<file path="src/rtl/rbm_macros.svh">
`ifndef RBM_MACROS_SVH
`define RBM_MACROS_SVH

// Network dimensions
`define RBM_INPUT_DIM   15
`define RBM_HIDDEN_DIM  5
`define RBM_OUTPUT_DIM  2

// Feature and weight widths, both signed
`define RBM_DATA_W      12
`define RBM_WEIGHT_W    8

// Hidden probability, 256 stands for 1.0
`define RBM_PROB_W      8

`define RBM_ACC_W       24
`define RBM_SCORE_W     20

`endif

</file>
<file path="src/rtl/rbm_pkg.sv">
`default_nettype none

`include "rbm_macros.svh"

package rbm_pkg;

  typedef struct packed {
    logic signed [`RBM_DATA_W-1:0] feature;
    logic                          last;
  } feature_beat_t;

  // Feature with its position in the vector
  typedef struct packed {
    logic signed [`RBM_DATA_W-1:0] feature;
    logic [3:0]                    index;
    logic                          last;
  } feature_bcast_t;

  typedef struct packed {
    logic signed [`RBM_SCORE_W-1:0] score1;
    logic signed [`RBM_SCORE_W-1:0] score0;
    logic                           class_id;
  } rbm_result_t;

  typedef enum logic [1:0] {
    CL_IDLE,
    CL_ACCUMULATE,
    CL_HOLD
  } class_state_t;

  // Input i to hidden unit j, range -15 to 15
  function automatic logic signed [`RBM_WEIGHT_W-1:0] hidden_weight(input int i, input int j);
    return `RBM_WEIGHT_W'(((7 * i + 13 * j) % 31) - 15);
  endfunction

  function automatic logic signed [`RBM_ACC_W-1:0] hidden_bias(input int j);
    return `RBM_ACC_W'(64 * j - 128);
  endfunction

  // Hidden unit j to output k, range -8 to 8
  function automatic logic signed [`RBM_WEIGHT_W-1:0] class_weight(input int j, input int k);
    return `RBM_WEIGHT_W'(((5 * j + 11 * k) % 17) - 8);
  endfunction

  function automatic logic signed [`RBM_SCORE_W-1:0] class_bias(input int k);
    return `RBM_SCORE_W'(512 * k - 256);
  endfunction

endpackage

`default_nettype wire

</file>
<file path="src/rtl/feature_sequencer.sv">
`default_nettype none

module feature_sequencer import rbm_pkg::*; (
  input  logic           finish,
  input  logic           rst_n,

  input  feature_beat_t  in_beat,
  input  logic           in_valid,
  output logic           in_ready,

  output feature_bcast_t bcast,
  output logic           bcast_valid,
  input  logic           units_ready
);

  logic [3:0] index_q;
  logic       xfer;

  // Stream passes straight through, only the index is added
  assign in_ready    = units_ready;
  assign bcast_valid = in_valid;
  assign xfer        = in_valid & units_ready;

  always_comb begin
    bcast.feature = in_beat.feature;
    bcast.index   = index_q;
    bcast.last    = in_beat.last;
  end

  always_ff @(posedge finish or negedge rst_n) begin
    if (!rst_n) begin
      index_q <= '0;
    end else if (xfer) begin
      // Next vector starts at feature 0
      if (in_beat.last) begin
        index_q <= '0;
      end else begin
        index_q <= index_q + 4'd1;
      end
    end
  end

endmodule

`default_nettype wire

</file>
<file path="src/rtl/hidden_unit.sv">
`default_nettype none

`include "rbm_macros.svh"

module hidden_unit import rbm_pkg::*; #(
  parameter int UNIT_INDEX = 0
) (
  input  logic                   finish,
  input  logic                   rst_n,

  input  feature_bcast_t         bcast,
  input  logic                   bcast_valid,
  output logic                   ready,

  output logic [`RBM_PROB_W-1:0] prob,
  output logic                   prob_valid,
  input  logic                   take
);

  // Covers every value of the 4-bit index
  localparam int ROM_DEPTH = 16;
  localparam logic signed [`RBM_ACC_W-1:0] BIAS    = hidden_bias(UNIT_INDEX);
  localparam logic signed [`RBM_ACC_W-1:0] SIG_MID = 128;
  localparam logic signed [`RBM_ACC_W-1:0] PROB_MAX = (1 << `RBM_PROB_W) - 1;

  logic signed [`RBM_WEIGHT_W-1:0] weight_rom [ROM_DEPTH];
  logic signed [`RBM_ACC_W-1:0]    acc;
  logic signed [`RBM_ACC_W-1:0]    product;
  logic signed [`RBM_ACC_W-1:0]    acc_next;
  logic signed [`RBM_ACC_W-1:0]    z;
  logic signed [`RBM_ACC_W-1:0]    sig_lin;
  logic [`RBM_PROB_W-1:0]          sig_clamped;
  logic                            accept;

  // Weight column of this unit
  for (genvar i = 0; i < ROM_DEPTH; i++) begin : g_rom
    if (i < `RBM_INPUT_DIM) begin : g_used
      assign weight_rom[i] = hidden_weight(i, UNIT_INDEX);
    end else begin : g_unused
      assign weight_rom[i] = '0;
    end
  end

  // Free again in the cycle the class layer copies prob
  assign ready  = ~prob_valid | take;
  assign accept = bcast_valid & ready;

  assign product  = $signed(bcast.feature) * weight_rom[bcast.index];
  assign acc_next = acc + product;

  // Piecewise-linear sigmoid around one half
  assign z       = acc_next >>> 8;
  assign sig_lin = SIG_MID + (z >>> 2);

  always_comb begin
    if (sig_lin < 0) begin
      sig_clamped = '0;
    end else if (sig_lin > PROB_MAX) begin
      sig_clamped = '1;
    end else begin
      sig_clamped = sig_lin[`RBM_PROB_W-1:0];
    end
  end

  always_ff @(posedge finish or negedge rst_n) begin
    if (!rst_n) begin
      acc        <= BIAS;
      prob_valid <= 1'b0;
    end else begin
      if (accept) begin
        acc <= bcast.last ? BIAS : acc_next;
      end
      if (accept && bcast.last) begin
        prob_valid <= 1'b1;
      end else if (take) begin
        prob_valid <= 1'b0;
      end
    end
  end

  always_ff @(posedge finish) begin
    if (accept && bcast.last) begin
      prob <= sig_clamped;
    end
  end

endmodule

`default_nettype wire

</file>
<file path="src/rtl/class_layer.sv">
`default_nettype none

`include "rbm_macros.svh"

module class_layer import rbm_pkg::*; (
  input  logic                                         finish,
  input  logic                                         rst_n,

  input  logic [`RBM_HIDDEN_DIM-1:0][`RBM_PROB_W-1:0] probs,
  input  logic [`RBM_HIDDEN_DIM-1:0]                   probs_valid,
  output logic                                         take,

  output rbm_result_t                                  out_result,
  output logic                                         out_valid,
  input  logic                                         out_ready
);

  localparam int CNT_W = $clog2(`RBM_HIDDEN_DIM);
  localparam logic [CNT_W-1:0] LAST_UNIT = CNT_W'(`RBM_HIDDEN_DIM - 1);

  class_state_t                    state;
  logic [CNT_W-1:0]                unit_cnt;
  logic [`RBM_PROB_W-1:0]          prob_q [`RBM_HIDDEN_DIM];
  logic signed [`RBM_WEIGHT_W-1:0] weight_rom [`RBM_OUTPUT_DIM][`RBM_HIDDEN_DIM];
  logic signed [`RBM_SCORE_W-1:0]  score_q [`RBM_OUTPUT_DIM];
  logic signed [`RBM_PROB_W:0]     prob_ext;

  for (genvar k = 0; k < `RBM_OUTPUT_DIM; k++) begin : g_out
    for (genvar j = 0; j < `RBM_HIDDEN_DIM; j++) begin : g_hid
      assign weight_rom[k][j] = class_weight(j, k);
    end
  end

  // All units done and nothing in flight here
  assign take      = (state == CL_IDLE) & (&probs_valid);
  assign out_valid = (state == CL_HOLD);

  // Probabilities are unsigned
  assign prob_ext = $signed({1'b0, prob_q[unit_cnt]});

  always_comb begin
    out_result.score0   = score_q[0];
    out_result.score1   = score_q[1];
    out_result.class_id = (score_q[1] > score_q[0]);
  end

  always_ff @(posedge finish or negedge rst_n) begin
    if (!rst_n) begin
      state    <= CL_IDLE;
      unit_cnt <= '0;
    end else begin
      case (state)
        CL_IDLE: begin
          if (take) begin
            state    <= CL_ACCUMULATE;
            unit_cnt <= '0;
          end
        end
        CL_ACCUMULATE: begin
          unit_cnt <= unit_cnt + 1'b1;
          if (unit_cnt == LAST_UNIT) begin
            state <= CL_HOLD;
          end
        end
        CL_HOLD: begin
          if (out_ready) begin
            state <= CL_IDLE;
          end
        end
        default: state <= CL_IDLE;
      endcase
    end
  end

  // One hidden unit per cycle into both scores
  always_ff @(posedge finish) begin
    if (take) begin
      for (int j = 0; j < `RBM_HIDDEN_DIM; j++) begin
        prob_q[j] <= probs[j];
      end
      for (int k = 0; k < `RBM_OUTPUT_DIM; k++) begin
        score_q[k] <= class_bias(k);
      end
    end else if (state == CL_ACCUMULATE) begin
      for (int k = 0; k < `RBM_OUTPUT_DIM; k++) begin
        score_q[k] <= score_q[k] + prob_ext * weight_rom[k][unit_cnt];
      end
    end
  end

endmodule

`default_nettype wire

</file>
<file path="src/rtl/rbm_top.sv">
`default_nettype none

`include "rbm_macros.svh"

module rbm_top import rbm_pkg::*; (
  input  logic          finish,
  input  logic          rst_n,

  input  feature_beat_t in_beat,
  input  logic          in_valid,
  output logic          in_ready,

  output rbm_result_t   out_result,
  output logic          out_valid,
  input  logic          out_ready
);

  feature_bcast_t                              bcast;
  logic                                        bcast_valid;
  logic                                        units_ready;
  logic [`RBM_HIDDEN_DIM-1:0]                  unit_ready;
  logic [`RBM_HIDDEN_DIM-1:0][`RBM_PROB_W-1:0] probs;
  logic [`RBM_HIDDEN_DIM-1:0]                  probs_valid;
  logic                                        take;

  // Every unit must take the same beat
  assign units_ready = &unit_ready;

  feature_sequencer u_seq (
    .finish      (finish),
    .rst_n       (rst_n),
    .in_beat     (in_beat),
    .in_valid    (in_valid),
    .in_ready    (in_ready),
    .bcast       (bcast),
    .bcast_valid (bcast_valid),
    .units_ready (units_ready)
  );

  for (genvar j = 0; j < `RBM_HIDDEN_DIM; j++) begin : g_hidden
    hidden_unit #(
      .UNIT_INDEX (j)
    ) u_hidden (
      .finish      (finish),
      .rst_n       (rst_n),
      .bcast       (bcast),
      .bcast_valid (bcast_valid),
      .ready       (unit_ready[j]),
      .prob        (probs[j]),
      .prob_valid  (probs_valid[j]),
      .take        (take)
    );
  end

  class_layer u_class (
    .finish      (finish),
    .rst_n       (rst_n),
    .probs       (probs),
    .probs_valid (probs_valid),
    .take        (take),
    .out_result  (out_result),
    .out_valid   (out_valid),
    .out_ready   (out_ready)
  );

endmodule

`default_nettype wire

</file>
<file path="config.mk">
export PLATFORM = sky130hd
export DESIGN_NAME = rbm_top
export DESIGN_NICKNAME = d
export VERILOG_FILES = /design/src/rtl/rbm_pkg.sv /design/src/rtl/feature_sequencer.sv /design/src/rtl/hidden_unit.sv /design/src/rtl/class_layer.sv /design/src/rtl/rbm_top.sv
export VERILOG_INCLUDE_DIRS = /design/src /design/src/rtl
export SDC_FILE = /design/constraint.sdc
export NUM_CORES = 2
export LEC_CHECK = 0
export ABC_CLOCK_PERIOD_IN_PS = 17990
export BUFFER_PORTS_ARGS = -buffer_cell sky130_fd_sc_hd__buf_4
export CORE_MARGIN = 4
export CORE_UTILIZATION = 35
export CTS_BUF_LIST = sky130_fd_sc_hd__clkbuf_8
export DETAILED_ROUTE_END_ITERATION = 10
export GPL_TIMING_DRIVEN = 0
export PLACE_DENSITY = 0.56
export SLEW_MARGIN = 20
export SYNTH_ARGS = -nofsm -noshare
export SYNTH_HDL_FRONTEND = slang
export SYNTH_HIERARCHICAL = 1
export SYNTH_SLANG_ARGS = --single-unit
export TNS_END_PERCENT = 20
</file>
<file path="constraint.sdc">
create_clock -name finish -period 17.99 [get_ports finish]
set_input_delay 3.598 -clock finish [delete_from_list [all_inputs] [get_ports finish]]
set_output_delay 3.598 -clock finish [all_outputs]
set_load 0.1 [all_outputs]
</file>
# Word level (Yosys, flattened, before mapping)
# Memories as Yosys holds them, arrays and structs flattened.
# Index checks and enable logic that the tools add are counted.
totals:
  reg_bits: 174
  mem_bits_rw: 80
  rom_bits: 768
  input_bits: 17
  output_inout_bits: 43
  word_cells: 148
  mem_count: 9
mem_list:
  columns: ["name", "words", "word_bits", "read_ports", "rd_clocked_by_memory_dff", "wr", "line", "source"]
  rows:
  - ["(name not given)", 16, 8, 1, 0, 0, "hidden_unit.sv:48", "assign product = $signed(bcast.feature) * weight_rom[bcast.index];"]
  - ["(name not given)", 16, 8, 1, 0, 0, "hidden_unit.sv:48", null]
  - ["(name not given)", 16, 8, 1, 0, 0, "hidden_unit.sv:48", null]
  - ["(name not given)", 16, 8, 1, 0, 0, "hidden_unit.sv:48", null]
  - ["(name not given)", 16, 8, 1, 0, 0, "hidden_unit.sv:48", null]
  - ["(name not given)", 8, 8, 1, 0, 0, "class_layer.sv:86", "score_q[k] <= score_q[k] + prob_ext * weight_rom[k][unit_cnt];"]
  - ["+3 memories", null, null, null, null, null, null, null]
classes:
  add_sub_neg: 14
  multipliers: 7
  magnitude_cmp: 13
  eq_ne: 6
  n_mux: 44
  bitwise_logic: 21
  n_reduce_logical: 16
op_table:
  columns: ["operator", "count"]
  rows:
  - ["8-bit two-way mux", 19]
  - ["24-bit by 20-bit adder with 24-bit output", 5]
  - ["24-bit two-way mux", 5]
  - ["12-bit by 8-bit multiplier with 20-bit output", 5]
  - ["9-bit by 14-bit adder with 15-bit output (first input constant)", 5]
  - ["15-bit by 9-bit greater-than comparator with 1-bit output (second input constant)", 5]
  - ["15-bit by 1-bit < comparator with 1-bit output (second input constant)", 5]
  - ["20-bit adder", 2]
  - ["20-bit two-way mux", 2]
  - ["9-bit by 8-bit multiplier with 17-bit output", 2]
  - ["20-bit greater-than comparator", 1]
  - ["2-bit nonzero test", 6]
  - ["1-bit two-way mux", 11]
  - ["5-bit AND reduction", 2]
  - ["1-bit bitwise AND", 7]
  - ["1-bit OR", 7]
  - ["2-bit two-way mux", 3]
  - ["2-bit one-hot mux with 3 select lines", 1]
  - ["3-bit one-hot mux with 2 select lines", 1]
  - ["5-bit >= comparator (second input constant)", 1]
  - ["1-bit logical AND", 5]
  - ["1-bit NOT", 5]
  - ["4-bit NOT with 5-bit output", 1]
  - ["4-bit by 1-bit adder with 4-bit output (second input constant)", 1]
  - ["other kinds (13)", 14]

# Depth between registers and ports, before layout
logic_depth:
  ltp_word: 9
  depth_mapped: 31
  mapped_depth_nobuf: 30

# Modules after synthesis
# Netlist, hierarchy kept.
modules_own_cells:
  columns: ["mod", "instances", "cells_each", "area_each_um2"]
  rows:
  - ["class_layer", 1, 923, 9437.8]
  - ["hidden_unit at g_hidden[2].u_hidden", 1, 668, 6307.3]
  - ["hidden_unit at g_hidden[3].u_hidden", 1, 629, 6296.0]
  - ["hidden_unit at g_hidden[0].u_hidden", 1, 659, 6279.8]
  - ["hidden_unit at g_hidden[4].u_hidden", 1, 635, 6139.6]
  - ["hidden_unit at g_hidden[1].u_hidden", 1, 613, 6104.6]
  - ["feature_sequencer", 1, 34, 321.6]
  - ["rbm_top", 1, 3, 12.5]

# Worst setup path after synthesis
# Ideal clock, no wire load.
synth_path:
  path_type: "register to output"
  from: "reg g_hidden[4].u_hidden.prob_valid"
  to: "out in_ready"
  t_arrival_ns: 6.414
  slack_ns: 7.978
  path_stages_with_launch: 8
  path_buffers: 2
  cell_sequence: "dfrtp_1 -> nand4_1 -> nor4b_1 -> nand2b_1 -> clkbuf_1 -> nand2_1 -> nor2_1 -> buf_4"
synth_between:
  elab_chain_cells: 4
  elab_cells_between_ends: 9
synth_lines:
  columns: ["item", "line", "source"]
  rows:
  - ["start: declaration", "hidden_unit.sv:16", "output logic prob_valid,"]
  - ["start signal: assignment", "hidden_unit.sv:68", "prob_valid <= 1'b0;"]
  - ["start signal: assignment", "hidden_unit.sv:74", "prob_valid <= 1'b1;"]
  - ["start signal: assignment", "hidden_unit.sv:76", "prob_valid <= 1'b0;"]
  - ["5-bit AND reduction", "class_layer.sv:35", "assign take = (state == CL_IDLE) & (&probs_valid);"]
  - ["1-bit bitwise AND", "class_layer.sv:35", null]
  - ["named net take", "rbm_top.sv:24", "logic take;"]
  - ["1-bit OR", "hidden_unit.sv:45", "assign ready = ~prob_valid | take;"]
  - ["named net unit_ready[2]", "rbm_top.sv:21", "logic [`RBM_HIDDEN_DIM-1:0] unit_ready;"]
  - ["5-bit AND reduction", "rbm_top.sv:27", "assign units_ready = &unit_ready;"]
  - ["end: declaration", "rbm_top.sv:11", "output logic in_ready,"]
# The timed path passes the listed nets, and every way through them passes these cells.

# Worst setup path after layout
layout_path:
  from: "in in_beat[12] in the netlist's numbering"
  to: "reg g_hidden[1].u_hidden.prob[5] (data pin)"
layout_between:
  elab_chain_cells: 5
  elab_cells_between_ends: 6
layout_lines:
  columns: ["item", "line", "source"]
  rows:
  - ["start: declaration", "rbm_top.sv:9", "input feature_beat_t in_beat,"]
  - ["12-bit by 8-bit multiplier with 20-bit output (*)", "hidden_unit.sv:48", null]
  - ["24-bit by 20-bit adder with 24-bit output (*)", "hidden_unit.sv:49", "assign acc_next = acc + product;"]
  - ["9-bit by 14-bit adder with 15-bit output (*)", "hidden_unit.sv:53", "assign sig_lin = SIG_MID + (z >>> 2);"]
  - ["15-bit by 9-bit greater-than comparator with 1-bit output", "hidden_unit.sv:58", "end else if (sig_lin > PROB_MAX) begin"]
  - ["8-bit two-way mux", "hidden_unit.sv:58", null]
  - ["end signal: assignment", "hidden_unit.sv:83", "prob <= sig_clamped;"]
  - ["end: declaration", "hidden_unit.sv:15", "output logic [`RBM_PROB_W-1:0] prob,"]
# Every way passes the cells marked *; elsewhere a longest branch is shown, timed or not.
# A chain may end at the register's enable or synchronous reset.

==> qor.txt <==
WS Path Type: in -> reg
hold_buf cts: 0
wire length per cell: 17.4 um
Final TNS setup: 0 ns
setup violators final: 0
CTS tree: done
Root Driver: clkbuf_8
Synth Cell Area: 40900 um2
Placer Congestion: 0.859
most used cell, CP: fa_1
Max Fclk: 99.0 MHz
H-tree Lvls: 2
HPWL Detailed: 82900 um
Avg Vias per Cell: 4.91
largest net degree at the start of global routing: 79
max incr delay on CP: 0.86 ns
max-cap violation count: 0
final core utilization: 38.3%
remaining antenna violation count: 0
total iterations of the first detailed-routing run: 5
Core Area: 116000 um2
EDFF count, synth: 120
synthesized area per cell: 9.82 um2
Inserted Clock Buffers: 51
row count: 125
critical path's slowest cell: and2_1
synthesized instance count: 4164
Worst Tran Pin Value: 1.05 ns
layout cells sized above 1: 8.02%
status: complete, no violations
Seq/Total Area, Yosys: 17.1%
type of origin of the critical path: primary input
Synth Flop Type: edfxtp_1
DRC viols: 0
Synth Net Count: 5289
R2R setup slack: 9.30 ns
Worst Hold Class: reg -> reg
fin crit period: 10.10 ns
FILL cells: 11600
Starting Density: 35.2%
initial DRC count: 1623
multi-input logic area: 30400 um2
storage element area: 7010 um2
Slew Limit Headroom: 29.7%
overall die width: 350 um
most frequent cells in the layout: 763 x inv_1, 646 x fa_1, 462 x ha_1
Worst-Skew Late Latency: 0.64 ns
ys async rst share: 52.8%
wirelength, routed: 102000 um
Critical path buffers and inverters: 5
die height: 350 um
clk buf depth: 3
Final Hold Vio Count: 0
Synth warnings: 6
first-pass GRT wire length: 167000 um
Sink Count: 254
via count: 28700
final worst-path cycle share: 56.1%
Pins Over Slew Limit: 0
buffers added on ports: 47
total gr overflow: 0
I/O pins: 60
CTS resizes: 0
Yosys cell types: 129
layout net count: 5398
CP endpoint kind: flip-flop
clock-pin slew on the worst setup and hold paths: 0.06 ns
P&R area growth vs syn: 8.54%
vias in the first global route: 30100
postcts setup bufs: 0
all-layer global routing usage: 17.1%
worst-path fanout max: 30
Worst EP arrival: 10.45 ns
antenna violations before repair: 5
RSZ-0062 raised after global routing: no
Die ar.: 122000 um2
cell taking the most area after synthesis: fa_1
ranking of synthesized cells by area: fa_1 32%, ha_1 14%, edfxtp_1 8.8%
area share of the largest cell type after synthesis: 31.6%
WP data required: 18.34 ns
CP delay by family, top: adder cells
commonest non-fill, non-tap cell in the layout: inv_1
Worst Skew: 0.0264 ns
Yosys reg bits: 254
## cells in the mapped netlist, types with 9 or more instances
master / number
a22o_1: 10
edfxtp_1: 120
a21oi_1: 206
nand3b_1: 12
o31ai_1: 12
a22oi_1: 11
fa_1: 646
o21a_1: 17
nor2_1: 227
dfrtp_1: 97
nand4_1: 30
xnor2_1: 118
or3_1: 9
mux2i_1: 17
inv_1: 754
nor2b_1: 35
a31oi_1: 34
buf_2: 12
dfstp_2: 37
nand2_1: 362
o211ai_1: 13
a21o_1: 56
clkbuf_1: 92
nor3_1: 31
o211ai_2: 9
o21ai_1: 12
buf_4: 19
a41o_1: 13
xor2_1: 43
ha_1: 462
or2_2: 11
a211oi_1: 27
and2_1: 152
nand3_1: 31
o21ai_0: 136
mux2_2: 12
nand2b_1: 45
## cell families after synthesis
kind of cell | share of synthesized area [%]
flops | 17.1
buf+inv | 8.54
compound gates | 11.4
fa+ha+maj | 45.9
xor+xnor | 3.81
mux | 0.945
simple gates | 12.3
## registers in the layout, summed over array words and instances, names as in the netlist
| signal | flops |
|---|---|
| u_class/unit_cnt | 3 |
| u_seq/index_q | 4 |
| u_class/prob_q | 40 |
| g_hidden.u_hidden/prob | 40 |
| u_class/score_q | 40 |
| g_hidden.u_hidden/acc | 120 |
| u_class/state | 2 |
| g_hidden.u_hidden/prob_valid | 5 |
## final timing paths
path	start	end	depth (start not counted)
max in group asynchronous	rst_n	g_hidden[3].u_hidden/acc[6]	2
min in group asynchronous	rst_n	g_hidden[0].u_hidden/acc[0]	1
hold reg to reg	g_hidden[0].u_hidden/prob[0]	u_class/prob_q[0][0]	0
setup reg to reg	u_seq/index_q[1]	g_hidden[1].u_hidden/prob[5]	27
hold / removal	g_hidden[0].u_hidden/prob[0]	u_class/prob_q[0][0]	0
setup / recovery	in_beat[12]	g_hidden[1].u_hidden/prob[5]	26
## per-layer routing
| metal | GRT usage (%) | part of all wire, % | up-vias |
|---|---|---|---|
| met5 | 0 | 0 | - |
| met4 | 3.45 | 1.9 | 0 |
| met3 | 2.43 | 5.1 | 110 |
| met2 | 27.7 | 46 | 574 |
| met1 | 24.5 | 47 | 14300 |
| li1 | - | - | 13700 |
## layout make-up
| cell class | count | area share [%] |
|---|---|---|
| Antenna cell | 4 | 0.0225 |
| Buffer | 136 | 1.46 |
| Clock buffer | 53 | 1.64 |
| Clock inverter | 42 | 0.888 |
| Inverter | 758 | 6.41 |
| Multi-Input combinational cell | 3016 | 68.5 |
| Sequential cell | 254 | 15.8 |
| Tap cell | 1524 | 4.30 |
| Timing Repair Buffer | 56 | 0.986 |
## through the flow
stage | worst slack (ns) | cells | hold WS, ns | instance area, um2
finish | 7.89 | 5843 | 0.419 | 44400
detailed placement | 7.19 | 5744 | 0.405 | 43300
floorplan | 7.98 | 4164 | 0.400 | 40900
global placement | 4.19 | 5735 | 0.406 | 43200
CTS | 7.89 | 5839 | 0.420 | 44400
global route | 7.51 | 5840 | 0.423 | 44400
Power is not shown: default switching activity piles up to over one toggle a cycle in this logic, so the estimate is an artifact.
